**config.mk**
```make
export PLATFORM = sky130hd
export DESIGN_NAME = axi_host_bridge
export DESIGN_NICKNAME = d
export VERILOG_FILES = /design/src/source/bridge_pkg.sv /design/src/source/sync_fifo.sv /design/src/source/axi_write_path.sv /design/src/source/axi_read_path.sv /design/src/source/resp_merge.sv /design/src/source/axi_host_bridge.sv
export SDC_FILE = /design/constraint.sdc
export NUM_CORES = 1
export LEC_CHECK = 0
export BUFFER_PORTS_ARGS = -buffer_cell sky130_fd_sc_hd__buf_2
export CAP_MARGIN = 10
export CORE_ASPECT_RATIO = 0.6
export CORE_MARGIN = 8
export CORE_UTILIZATION = 35
export DETAILED_ROUTE_END_ITERATION = 7
export PLACE_DENSITY = 0.57
export SYNTH_ARGS = -nofsm -noshare
export SYNTH_HDL_FRONTEND = slang
export SYNTH_SLANG_ARGS = --single-unit
```
**constraint.sdc**
```tcl
create_clock -name clk_i -period 3.5 [get_ports clk_i]
set_clock_uncertainty 0.15 [all_clocks]
set_input_delay 0.875 -clock clk_i [delete_from_list [all_inputs] [get_ports clk_i]]
set_output_delay 0.875 -clock clk_i [all_outputs]
set_load 0.02 [all_outputs]
```
**src/source/bridge_pkg.sv**
```systemverilog
// Bridge package with shared widths, types, credit counts and AXI response codes
package bridge_pkg;

   // Field widths of the single-beat host and AXI transfers
   localparam int unsigned ADDR_W = 32;
   localparam int unsigned DATA_W = 32;
   localparam int unsigned STRB_W = DATA_W / 8;
   localparam int unsigned ID_W   = 4;
   localparam int unsigned RESP_W = 2;
   localparam int unsigned CNT_W  = 3;

   // Packed FIFO entries of the two request paths
   localparam int unsigned WR_ENTRY_W = ID_W + ADDR_W + STRB_W + DATA_W;
   localparam int unsigned RD_ENTRY_W = ID_W + ADDR_W;

   typedef logic [ADDR_W-1:0] addr_t;
   typedef logic [DATA_W-1:0] data_t;
   typedef logic [STRB_W-1:0] strb_t;
   typedef logic [ID_W-1:0]   id_t;
   typedef logic [RESP_W-1:0] resp_t;
   typedef logic [CNT_W-1:0]  cnt_t;

   // AXI response encodings
   localparam resp_t RESP_OKAY   = 2'b00;
   localparam resp_t RESP_SLVERR = 2'b10;

   // Request credits held by the host after reset, also the path FIFO depth
   localparam int unsigned OUTSTANDING = 4;

   // Response credits held by the bridge after reset
   localparam int unsigned RSP_CREDITS = 2;

   // Output register of the response merger
   typedef enum logic {
      IDLE,
      HOLD
   } merge_state_t;

endpackage

```
**src/source/sync_fifo.sv**
```systemverilog
// Synchronous register-array FIFO that presents its head entry combinationally
`timescale 1ns/1ns

module sync_fifo #(
   parameter int unsigned DEPTH = 4,
   parameter int unsigned WIDTH = 8
) (
   input  logic             clk_i,
   input  logic             rst_n_i,
   input  logic             push_i,
   input  logic [WIDTH-1:0] push_data_i,
   input  logic             pop_i,
   output logic [WIDTH-1:0] pop_data_o,
   output logic             empty_o,
   output logic             full_o
);

   logic [WIDTH-1:0]             mem_q [DEPTH];
   logic [$clog2(DEPTH)-1:0]     wr_ptr_q;
   logic [$clog2(DEPTH)-1:0]     rd_ptr_q;
   logic [$clog2(DEPTH+1)-1:0]   count_q;

   assign pop_data_o = mem_q[rd_ptr_q];
   assign empty_o    = (count_q == '0);
   assign full_o     = (count_q == DEPTH);

   always_ff @(posedge clk_i) begin
      if (push_i) begin
         mem_q[wr_ptr_q] <= push_data_i;
      end
   end

   always_ff @(posedge clk_i) begin
      if (!rst_n_i) begin
         wr_ptr_q <= '0;
         rd_ptr_q <= '0;
         count_q  <= '0;
      end else begin
         if (push_i) begin
            wr_ptr_q <= (wr_ptr_q == DEPTH - 1) ? '0 : wr_ptr_q + 1'b1;
         end
         if (pop_i) begin
            rd_ptr_q <= (rd_ptr_q == DEPTH - 1) ? '0 : rd_ptr_q + 1'b1;
         end
         // Simultaneous push and pop leave the fill level unchanged
         if (push_i && !pop_i) begin
            count_q <= count_q + 1'b1;
         end else if (pop_i && !push_i) begin
            count_q <= count_q - 1'b1;
         end
      end
   end

   a_no_overflow_underflow: assert property (@(posedge clk_i) disable iff (!rst_n_i)
      !(push_i && full_o) && !(pop_i && empty_o));

endmodule

```
**src/source/axi_write_path.sv**
```systemverilog
// Write request path that queues host writes and drives AXI AW and W
`timescale 1ns/1ns

module axi_write_path (
   input  logic              clk_i,
   input  logic              rst_n_i,

   // Host request port
   input  logic              req_valid_i,
   input  logic              req_write_i,
   input  bridge_pkg::addr_t req_addr_i,
   input  bridge_pkg::data_t req_wdata_i,
   input  bridge_pkg::strb_t req_strb_i,
   input  bridge_pkg::id_t   req_id_i,

   // AXI AW channel
   output bridge_pkg::id_t   aw_id_o,
   output bridge_pkg::addr_t aw_addr_o,
   output logic              aw_valid_o,
   input  logic              aw_ready_i,

   // AXI W channel
   output bridge_pkg::data_t w_data_o,
   output bridge_pkg::strb_t w_strb_o,
   output logic              w_last_o,
   output logic              w_valid_o,
   input  logic              w_ready_i
);

   logic [bridge_pkg::WR_ENTRY_W-1:0] push_data;
   logic [bridge_pkg::WR_ENTRY_W-1:0] head_data;
   logic                              push;
   logic                              pop;
   logic                              empty;
   logic                              aw_done_q;
   logic                              w_done_q;
   logic                              aw_hs;
   logic                              w_hs;

   assign push      = req_valid_i && req_write_i;
   assign push_data = {req_id_i, req_addr_i, req_strb_i, req_wdata_i};

   sync_fifo #(
      .DEPTH (bridge_pkg::OUTSTANDING),
      .WIDTH (bridge_pkg::WR_ENTRY_W)
   ) u_fifo (
      .clk_i       (clk_i),
      .rst_n_i     (rst_n_i),
      .push_i      (push),
      .push_data_i (push_data),
      .pop_i       (pop),
      .pop_data_o  (head_data),
      .empty_o     (empty),
      .full_o      ()
   );

   // Head entry drives both channels until it is popped
   assign {aw_id_o, aw_addr_o, w_strb_o, w_data_o} = head_data;

   // Single-beat writes only
   assign w_last_o = 1'b1;

   assign aw_valid_o = !empty && !aw_done_q;
   assign w_valid_o  = !empty && !w_done_q;

   assign aw_hs = aw_valid_o && aw_ready_i;
   assign w_hs  = w_valid_o && w_ready_i;

   // Entry retires once both channels have completed, in either order
   assign pop = !empty && (aw_done_q || aw_hs) && (w_done_q || w_hs);

   always_ff @(posedge clk_i) begin
      if (!rst_n_i) begin
         aw_done_q <= 1'b0;
         w_done_q  <= 1'b0;
      end else if (pop) begin
         aw_done_q <= 1'b0;
         w_done_q  <= 1'b0;
      end else begin
         if (aw_hs) begin
            aw_done_q <= 1'b1;
         end
         if (w_hs) begin
            w_done_q <= 1'b1;
         end
      end
   end

   a_aw_stable: assert property (@(posedge clk_i) disable iff (!rst_n_i)
      aw_valid_o && !aw_ready_i |=>
         aw_valid_o && $stable(aw_addr_o) && $stable(aw_id_o));

endmodule

```
**src/source/axi_read_path.sv**
```systemverilog
// Read request path that queues host reads and drives AXI AR
`timescale 1ns/1ns

module axi_read_path (
   input  logic              clk_i,
   input  logic              rst_n_i,

   // Host request port
   input  logic              req_valid_i,
   input  logic              req_write_i,
   input  bridge_pkg::addr_t req_addr_i,
   input  bridge_pkg::id_t   req_id_i,

   // AXI AR channel
   output bridge_pkg::id_t   ar_id_o,
   output bridge_pkg::addr_t ar_addr_o,
   output logic              ar_valid_o,
   input  logic              ar_ready_i
);

   logic [bridge_pkg::RD_ENTRY_W-1:0] push_data;
   logic [bridge_pkg::RD_ENTRY_W-1:0] head_data;
   logic                              push;
   logic                              pop;
   logic                              empty;

   assign push      = req_valid_i && !req_write_i;
   assign push_data = {req_id_i, req_addr_i};

   sync_fifo #(
      .DEPTH (bridge_pkg::OUTSTANDING),
      .WIDTH (bridge_pkg::RD_ENTRY_W)
   ) u_fifo (
      .clk_i       (clk_i),
      .rst_n_i     (rst_n_i),
      .push_i      (push),
      .push_data_i (push_data),
      .pop_i       (pop),
      .pop_data_o  (head_data),
      .empty_o     (empty),
      .full_o      ()
   );

   // FIFO head sits on AR while any read is queued
   assign {ar_id_o, ar_addr_o} = head_data;
   assign ar_valid_o           = !empty;

   // Next entry shows up in the cycle after the handshake
   assign pop = ar_valid_o && ar_ready_i;

   a_ar_stable: assert property (@(posedge clk_i) disable iff (!rst_n_i)
      ar_valid_o && !ar_ready_i |=>
         ar_valid_o && $stable(ar_addr_o) && $stable(ar_id_o));

endmodule

```
**src/source/resp_merge.sv**
```systemverilog
// Response merger that arbitrates AXI B and R into one credit-controlled host stream
`timescale 1ns/1ns

module resp_merge (
   input  logic              clk_i,
   input  logic              rst_n_i,

   // AXI B channel
   input  bridge_pkg::id_t   b_id_i,
   input  bridge_pkg::resp_t b_resp_i,
   input  logic              b_valid_i,
   output logic              b_ready_o,

   // AXI R channel
   input  bridge_pkg::id_t   r_id_i,
   input  bridge_pkg::data_t r_data_i,
   input  bridge_pkg::resp_t r_resp_i,
   input  logic              r_last_i,
   input  logic              r_valid_i,
   output logic              r_ready_o,

   // Host response port
   output logic              rsp_valid_o,
   output logic              rsp_write_o,
   output bridge_pkg::id_t   rsp_id_o,
   output bridge_pkg::data_t rsp_rdata_o,
   output logic              rsp_err_o,
   input  logic              rsp_credit_i,

   // Request credit return
   output logic              req_credit_o
);

   bridge_pkg::merge_state_t state_q;
   bridge_pkg::cnt_t         credits_q;
   bridge_pkg::id_t          id_q;
   bridge_pkg::data_t        rdata_q;
   logic                     write_q;
   logic                     err_q;
   logic                     prio_r_q;
   logic                     can_accept;
   logic                     b_hs;
   logic                     r_hs;

   // Free output register and at least one response credit
   assign can_accept = (state_q == bridge_pkg::IDLE) && (credits_q != '0);

   // Round-robin holds off the losing channel while both are valid
   assign b_ready_o = can_accept && !(r_valid_i && prio_r_q);
   assign r_ready_o = can_accept && !(b_valid_i && !prio_r_q);

   assign b_hs = b_valid_i && b_ready_o;
   assign r_hs = r_valid_i && r_ready_o;

   always_ff @(posedge clk_i) begin
      if (!rst_n_i) begin
         state_q   <= bridge_pkg::IDLE;
         credits_q <= bridge_pkg::cnt_t'(bridge_pkg::RSP_CREDITS);
         prio_r_q  <= 1'b0;
      end else begin
         case (state_q)
            bridge_pkg::IDLE: begin
               if (b_hs || r_hs) begin
                  state_q <= bridge_pkg::HOLD;
               end
            end
            default: begin
               state_q <= bridge_pkg::IDLE;
            end
         endcase
         // Taken on the handshake, returned by the host pulse
         credits_q <= credits_q - bridge_pkg::cnt_t'(b_hs || r_hs)
                                + bridge_pkg::cnt_t'(rsp_credit_i);
         if (b_hs) begin
            prio_r_q <= 1'b1;
         end else if (r_hs) begin
            prio_r_q <= 1'b0;
         end
      end
   end

   always_ff @(posedge clk_i) begin
      if (b_hs) begin
         write_q <= 1'b1;
         id_q    <= b_id_i;
         rdata_q <= '0;
         err_q   <= (b_resp_i != bridge_pkg::RESP_OKAY);
      end else if (r_hs) begin
         write_q <= 1'b0;
         id_q    <= r_id_i;
         rdata_q <= r_data_i;
         err_q   <= (r_resp_i != bridge_pkg::RESP_OKAY);
      end
   end

   // One cycle of HOLD per response
   assign rsp_valid_o  = (state_q == bridge_pkg::HOLD);
   assign req_credit_o = (state_q == bridge_pkg::HOLD);
   assign rsp_write_o  = write_q;
   assign rsp_id_o     = id_q;
   assign rsp_rdata_o  = rdata_q;
   assign rsp_err_o    = err_q;

   a_credit_max: assert property (@(posedge clk_i) disable iff (!rst_n_i)
      credits_q <= bridge_pkg::cnt_t'(bridge_pkg::RSP_CREDITS));

   a_r_last: assert property (@(posedge clk_i) disable iff (!rst_n_i)
      r_hs |-> r_last_i);

endmodule

```
**src/source/axi_host_bridge.sv**
```systemverilog
// Host-to-AXI bridge top with loose host request, response and AXI ports
`timescale 1ns/1ns

module axi_host_bridge (
   input  logic              clk_i,
   input  logic              rst_n_i,

   // Host request port
   input  logic              req_valid_i,
   input  logic              req_write_i,
   input  bridge_pkg::addr_t req_addr_i,
   input  bridge_pkg::data_t req_wdata_i,
   input  bridge_pkg::strb_t req_strb_i,
   input  bridge_pkg::id_t   req_id_i,
   output logic              req_credit_o,

   // Host response port
   output logic              rsp_valid_o,
   output logic              rsp_write_o,
   output bridge_pkg::id_t   rsp_id_o,
   output bridge_pkg::data_t rsp_rdata_o,
   output logic              rsp_err_o,
   input  logic              rsp_credit_i,

   // AXI AW channel
   output bridge_pkg::id_t   aw_id_o,
   output bridge_pkg::addr_t aw_addr_o,
   output logic              aw_valid_o,
   input  logic              aw_ready_i,

   // AXI W channel
   output bridge_pkg::data_t w_data_o,
   output bridge_pkg::strb_t w_strb_o,
   output logic              w_last_o,
   output logic              w_valid_o,
   input  logic              w_ready_i,

   // AXI B channel
   input  bridge_pkg::id_t   b_id_i,
   input  bridge_pkg::resp_t b_resp_i,
   input  logic              b_valid_i,
   output logic              b_ready_o,

   // AXI AR channel
   output bridge_pkg::id_t   ar_id_o,
   output bridge_pkg::addr_t ar_addr_o,
   output logic              ar_valid_o,
   input  logic              ar_ready_i,

   // AXI R channel
   input  bridge_pkg::id_t   r_id_i,
   input  bridge_pkg::data_t r_data_i,
   input  bridge_pkg::resp_t r_resp_i,
   input  logic              r_last_i,
   input  logic              r_valid_i,
   output logic              r_ready_o
);

   axi_write_path u_write_path (
      .clk_i       (clk_i),
      .rst_n_i     (rst_n_i),
      .req_valid_i (req_valid_i),
      .req_write_i (req_write_i),
      .req_addr_i  (req_addr_i),
      .req_wdata_i (req_wdata_i),
      .req_strb_i  (req_strb_i),
      .req_id_i    (req_id_i),
      .aw_id_o     (aw_id_o),
      .aw_addr_o   (aw_addr_o),
      .aw_valid_o  (aw_valid_o),
      .aw_ready_i  (aw_ready_i),
      .w_data_o    (w_data_o),
      .w_strb_o    (w_strb_o),
      .w_last_o    (w_last_o),
      .w_valid_o   (w_valid_o),
      .w_ready_i   (w_ready_i)
   );

   axi_read_path u_read_path (
      .clk_i       (clk_i),
      .rst_n_i     (rst_n_i),
      .req_valid_i (req_valid_i),
      .req_write_i (req_write_i),
      .req_addr_i  (req_addr_i),
      .req_id_i    (req_id_i),
      .ar_id_o     (ar_id_o),
      .ar_addr_o   (ar_addr_o),
      .ar_valid_o  (ar_valid_o),
      .ar_ready_i  (ar_ready_i)
   );

   // B and R belong to the merger alone
   resp_merge u_resp_merge (
      .clk_i        (clk_i),
      .rst_n_i      (rst_n_i),
      .b_id_i       (b_id_i),
      .b_resp_i     (b_resp_i),
      .b_valid_i    (b_valid_i),
      .b_ready_o    (b_ready_o),
      .r_id_i       (r_id_i),
      .r_data_i     (r_data_i),
      .r_resp_i     (r_resp_i),
      .r_last_i     (r_last_i),
      .r_valid_i    (r_valid_i),
      .r_ready_o    (r_ready_o),
      .rsp_valid_o  (rsp_valid_o),
      .rsp_write_o  (rsp_write_o),
      .rsp_id_o     (rsp_id_o),
      .rsp_rdata_o  (rsp_rdata_o),
      .rsp_err_o    (rsp_err_o),
      .rsp_credit_i (rsp_credit_i),
      .req_credit_o (req_credit_o)
   );

endmodule

```
==> results of run 1 <==
[routing by layer]
metal,part of all wire (%),up-vias,track usage (%)
met3,6.4,45,3.76
met2,49,183,21.8
li1,-,3931,-
met5,0,-,0
met4,1.3,0,2.30
met1,43,4561,17.5
[cells by family (layout without fill, tap and decap cells)]
logic type	count (synthesis)	in the layout	share of synthesized area, %
flip-flops	495	495	79.0
buffers and inverters	50	403	1.36
other	1	1	0.0208
AO/OA/AOI/OAI	48	48	2.13
AND/OR/NAND/NOR	59	59	1.70
adder cells (fa/ha/maj)	17	17	1.30
multiplexers	120	120	14.2
XOR/XNOR	6	6	0.291
[registers in the layout, summed over array words and instances (netlist names), named ones only]
signal                        count
u_resp_merge.rsp_id_o             4
u_write_path.aw_done_q            1
u_write_path.u_fifo.rd_ptr_q      2
u_resp_merge.rsp_write_o          1
u_read_path.u_fifo.rd_ptr_q       2
u_resp_merge.credits_q            3
u_write_path.w_done_q             1
u_resp_merge.rsp_rdata_o         32
u_read_path.u_fifo.count_q        3
u_write_path.u_fifo.count_q       3
u_write_path.u_fifo.wr_ptr_q      2
u_resp_merge.rsp_err_o            1
u_read_path.u_fifo.mem_q        144
u_read_path.u_fifo.wr_ptr_q       2
u_resp_merge.prio_r_q             1
u_write_path.u_fifo.mem_q       288
u_resp_merge.req_credit_o         1
[worst max-delay path, cell delays in order, from the launching register on]
cell and delay, ns:
dfxtp_4 0.55, buf_12 0.29, mux4_2 0.57, buf_2 0.18
[power groups by stage]
stage          clock (mW)  combinational (mW)  sequential (mW)
2_1_floorplan           0                2.27             7.24
3_3_place_gp            0                3.58             7.16
3_5_place_dp            0                3.61             7.17
4_1_cts              5.39                3.63             7.04
5_1_grt              5.62                3.81             7.09
6_report             5.23                3.52             7.03
[placed cells by master (no fill, tap or decap), drive strengths merged, types with 6 or more instances in the layout]
cell and n:
edfxtp 437, buf 304, mux4 108, dfxtp 58
clkbuf 55, a22o 32, clkinv 19, inv 16
ha 14, nand2 13, nor2 12, nor2b 8
mux2i 8, and2 8, bufinv 6
[worst max path at each step]
stage	cells after the start	slack (ns)	startpoint	end
after floorplan	1	0.30	req_write_i	u_write_path.u_fifo.mem_q[3][0]$_DFFE_PP_
after global placement	11	0.52	r_valid_i	u_resp_merge.credits_q[2]$_SDFF_PN0_
after detailed placement	11	0.47	r_valid_i	u_resp_merge.credits_q[2]$_SDFF_PN0_
after CTS	3	0.23	register	ar_addr_o[7]
after global routing	3	0.18	register	ar_addr_o[23]
final	3	0.32	register	ar_addr_o[23]
[final cells by class]
class / count / area [um^2] / share of cell area [%]
Sequential cell: 495 / 14300 / 64.7
Multi-Input combinational cell: 251 / 3580 / 16.2
Timing Repair Buffer: 304 / 1710 / 7.75
Clock buffer: 55 / 1270 / 5.75
Tap cell: 693 / 867 / 3.92
Clock inverter: 31 / 319 / 1.44
Inverter: 13 / 48.8 / 0.221
==> metrics.cfg, run 1 <==
[outcome]
outcome=completed

[floorplan]
initial_utilization_pct=35.4
core-area_um2=51000
die_area_um2=59400
io_pins=281
die_h_um=192
dieWidth_um=309
row_count=64

[critical_path]
end_kind=output port
reg2reg_depth=11
r2r-end=u_resp_merge.credits_q[2]$_SDFF_PN0_
r2r-start=u_resp_merge.credits_q[1]$_SDFF_PN1_
worstPathArrival_ns=2.16
startpoint_type=register
r2r_slack_ns=0.76
crit_required_ns=2.47
path_max_fanout=24
crit_type=register to output port

[synth]
yosys_warnings=0
synth.area.top_cells=edfxtp_1 73%, mux4_2 13%, dfxtp_1 6.4%, a22o_1 1.6%, ha_1 0.97%
synth_ff_type=edfxtp_1
yosys.cell_types.count=36
synth_top_cells_by_count=437 x edfxtp_1, 108 x mux4_2, 58 x dfxtp_1
synth_top_cell_area_share_pct=72.6
async_flop_share_pct=0
syn_nets=940
synth_most_common_cell=edfxtp_1
syn-cell-area_um2=18100
yosysTopAreaCell=edfxtp_1
netlist_instances=796
synth_seq_area_share_pct=79.0
synth_area_per_cell_um2=22.7
synth_edf_count=437
ys_ff_latch=495

[routing]
viasPerCell=4.73
drt_pass1_iterations=4
drt.antenna.violating_nets=0
drt_wl_total_mm=40.0
wire_per_inst_um=21.7
drc=0
drt-initial-drc-count=465
via_count=8720

[final_layout]
stdcell_area_um2=22100
area_growth_pct=22.3
finalNonFillerCells=1842
final_util_pct=43.3
fill_cells=4425
insertedDiodeCount=0
final_nets=1257
drive_above_1_share_pct=43.5

[sta]
fin_crit_sh_pct=91.0
setup_ws_ns=0.316
rsz0062_at_grt=no
tns_ns=0
finalHoldViolCount=0
slew-limit-headroom_pct=52.5
setup_viol=0
fin_hold_ws_ns=0.324
tightestPinTransition_ns=0.707
drv_slew=0
max_freq_ghz=0.314
min_period_ns=3.18

[power_and_ir_drop]
sequentialPowerShare_pct=44.6
leakage_nw=7.62
powerDensity_nw_per_um2=714
switching_power_mw=4.45
p_sw_share_pct=28.2
p_comb_share_pct=22.3
power_mw=15.8
p_int_mw=11.3
clkPwrFrac_pct=33.1
vdd_drop_max_v=0.000393

[global_route]
grt_pass1_vias=9387
antenna_found_initial=0
track_usage_pct=13.2
grt.overflow.total=0
grt_pass1_wl_mm=59.4
grt_max_degree=42

[clocking]
post-cts-setup-buffers=0
clk_latency_ns=0.56
clk_pin_slew_ns=0.06
cts_root_buffer=clkbuf_16
hold_buffers=0
cts_tree=yes
cts_buffer_depth=3
cts_sinks=495
ctsResizeCount=0
cts_inserted_buffers=48
htree_num_levels=2

[flow_run]
timing.max_cap.violations=0

[min_path]
hold_path.class=register to register
hold_end=u_resp_merge.rsp_write_o$_SDFFE_PN1P_
min_from=u_resp_merge.rsp_write_o$_SDFFE_PN1P_
whs_path_depth=2

[place]
portBuffers=278
place_inst=1756
dpl_cell_area_um2=20500
gp_congestion=0.715
dp_slack_ns=0.471
dp_hpwl_mm=25.5

(Power assumes the default switching activity.)
==> inputs of run 2 (changes only) <==
--- a/config.mk
+++ b/config.mk
@@ -5,13 +5,13 @@
 export SDC_FILE = /design/constraint.sdc
 export NUM_CORES = 1
 export LEC_CHECK = 0
-export BUFFER_PORTS_ARGS = -buffer_cell sky130_fd_sc_hd__buf_2
 export CAP_MARGIN = 10
 export CORE_ASPECT_RATIO = 0.6
 export CORE_MARGIN = 8
 export CORE_UTILIZATION = 35
 export DETAILED_ROUTE_END_ITERATION = 7
-export PLACE_DENSITY = 0.57
+export DONT_BUFFER_PORTS = 1
+export PLACE_DENSITY = 0.52
 export SYNTH_ARGS = -nofsm -noshare
 export SYNTH_HDL_FRONTEND = slang
 export SYNTH_SLANG_ARGS = --single-unit
==> metrics.cfg, run 2 (synthesis results as in run 1) <==
[outcome]
outcome=completed  ; unchanged

[floorplan]
die_area_um2=59400  ; unchanged
dieWidth_um=309  ; unchanged
core-area_um2=51000  ; unchanged
die_h_um=192  ; unchanged
row_count=64  ; unchanged
io_pins=281  ; unchanged
initial_utilization_pct=35.4  ; unchanged

[critical_path]
path_buf_inv=1  ; was 2
startpoint_type=register  ; unchanged
path_cells=buf_4 > mux4_2  ; was buf_12 > mux4_2 > buf_2
crit_required_ns=2.47  ; about the same
end_kind=output port  ; unchanged
cp_top_family=flip-flops  ; was multiplexers
crit_type=register to output port  ; unchanged
path_max_fanout=24  ; unchanged
crit_slowest_cell=dfxtp_4  ; was mux4_2
worstPathArrival_ns=2.28  ; was 2.16 ns
slowest_delay_ns=0.70  ; was 0.57 ns

[final_layout]
top_register=u_write_path.u_fifo.mem_q  ; unchanged
final_nets=983  ; was 1257
drive_above_1_share_pct=25.4  ; was 43.5%
most-common-layout-cells=437 x edfxtp_1, 108 x mux4_2, 54 x dfxtp_1, 49 x clkbuf_16, 32 x a22o_1  ; was 437 x edfxtp_1, 278 x buf_2, 108 x mux4_2, 54 x dfxtp_1, 50 x clkbuf_16
stdcell_area_um2=20700  ; was 22100 um^2
insertedDiodeCount=0  ; unchanged
area_growth_pct=14.5  ; was 22.3%
final_common_cell=edfxtp_1  ; unchanged
largest_reg_flops=288  ; unchanged

[flow_run]
timing.max_cap.violations=0  ; unchanged

[routing]
drc=0  ; unchanged
drt.antenna.violating_nets=0  ; unchanged
wire_per_inst_um=24.5  ; was 21.7 um
drt-initial-drc-count=526  ; was 465
via_count=7696  ; was 8720
viasPerCell=4.90  ; was 4.73
drt_pass1_iterations=4  ; unchanged
drt_wl_total_mm=38.5  ; was 40.0 mm

[clocking]
clk_pin_slew_ns=0.07  ; was 0.06 ns
htree_num_levels=2  ; unchanged
ctsResizeCount=0  ; unchanged
cts_inserted_buffers=48  ; unchanged
cts_tree=yes  ; unchanged
cts_buffer_depth=3  ; unchanged
cts_sinks=495  ; unchanged
hold_buffers=0  ; unchanged
cts_root_buffer=clkbuf_16  ; unchanged
post-cts-setup-buffers=0  ; unchanged
clk_latency_ns=0.57  ; was 0.56 ns

[sta]
fin_crit_sh_pct=94.4  ; was 91.0%
tightestPinTransition_ns=0.848  ; was 0.707 ns
setup_viol=0  ; unchanged
tns_ns=0  ; unchanged
max_freq_ghz=0.303  ; was 0.314 GHz
min_period_ns=3.31  ; was 3.18 ns
slew-limit-headroom_pct=43.0  ; was 52.5%
finalHoldViolCount=0  ; unchanged
rsz0062_at_grt=no  ; unchanged
drv_slew=0  ; unchanged

[place]
gp_congestion=0.697  ; was 0.715
dp_hpwl_mm=24.5  ; was 25.5 mm
dpl_cell_area_um2=19100  ; was 20500 um^2
portBuffers=0  ; was 278

[global_route]
antenna_found_initial=0  ; unchanged
track_usage_pct=12.8  ; was 13.2%
grt_max_degree=73  ; was 42
grt_pass1_vias=8160  ; was 9387
grt_pass1_wl_mm=56.6  ; was 59.4 mm
grt.overflow.total=0  ; unchanged

[min_path]
hold_path.class=primary input to register  ; was register to register

[power_and_ir_drop]
switching_power_mw=4.23  ; was 4.45 mW
p_sw_share_pct=28.0  ; was 28.2%
p_comb_share_pct=17.4  ; was 22.3%
vdd_drop_max_v=0.000391  ; was 0.000393 V
sequentialPowerShare_pct=48.6  ; was 44.6%
p_int_mw=10.9  ; was 11.3 mW
clkPwrFrac_pct=34.0  ; was 33.1%
powerDensity_nw_per_um2=729  ; was 714 nW/um^2
leakage_nw=6.51  ; was 7.62 nW

[run 2: cell types whose count changed in the layout (fill, tap and decap cells not counted), sizes merged]
cell and delta:
clkbuf +11, bufinv -2, inv -2, buf -274
clkinvlp -3, clkinv -1
[run 2: power by group through the flow]
stage	Combinational (mW)	Sequential [mW]	Clock [mW]
2_1_floorplan	2.27	7.24	0
3_3_place_gp	2.69	7.48	0
3_5_place_dp	2.71	7.48	0
4_1_cts	2.71	7.36	5.30
5_1_grt	2.84	7.40	5.54
6_report	2.63	7.34	5.13
[run 2: final timing paths]
kind	startpoint	end	slack [ns]	cells past startpoint
setup / recovery	register	w_data_o[24]	0.19	2
hold / removal	rst_n_i	u_resp_merge.credits_q[1]$_SDFF_PN1_	0.24	1
setup reg to reg	u_resp_merge.req_credit_o$_SDFF_PP0_	u_resp_merge.credits_q[2]$_SDFF_PN0_	0.71	11
hold reg to reg	u_write_path.u_fifo.rd_ptr_q[1]$_SDFFE_PN0P_	register	0.34	2
[run 2: cell type report]
| class | instances | area, um^2 |
|---|---|---|
| clock buffer | 66 | 1330 |
| clock inverter | 23 | 244 |
| fill | 4473 | 30300 |
| inverter | 13 | 48.8 |
| multi-input combinational | 251 | 3580 |
| sequential | 495 | 14300 |
| tap | 693 | 867 |
| timing repair buffer | 30 | 325 |
[run 2: per-stage QoR]
stage / hold WS [ns] / util (%) / cells / total power, mW / setup slack (ns)
2_1_floorplan: 0.304 / - / 796 / 9.51 / 0.298
3_3_place_gp: 0.305 / 37.5 / 1482 / 10.2 / 0.709
3_5_place_dp: 0.329 / 37.5 / 1482 / 10.2 / 0.666
4_1_cts: 0.203 / 40.6 / 1571 / 15.4 / 0.0721
5_1_grt: 0.202 / 40.6 / 1571 / 15.8 / 0.00893
6_report: 0.243 / 40.6 / 1571 / 15.1 / 0.194
[run 2: per-layer routing]
metal  GRT usage [%]  routed length [um]
met1            17.4               17100
met2            20.4               18400
met3            3.43                2360
met4            2.98                 616
met5               0                   0
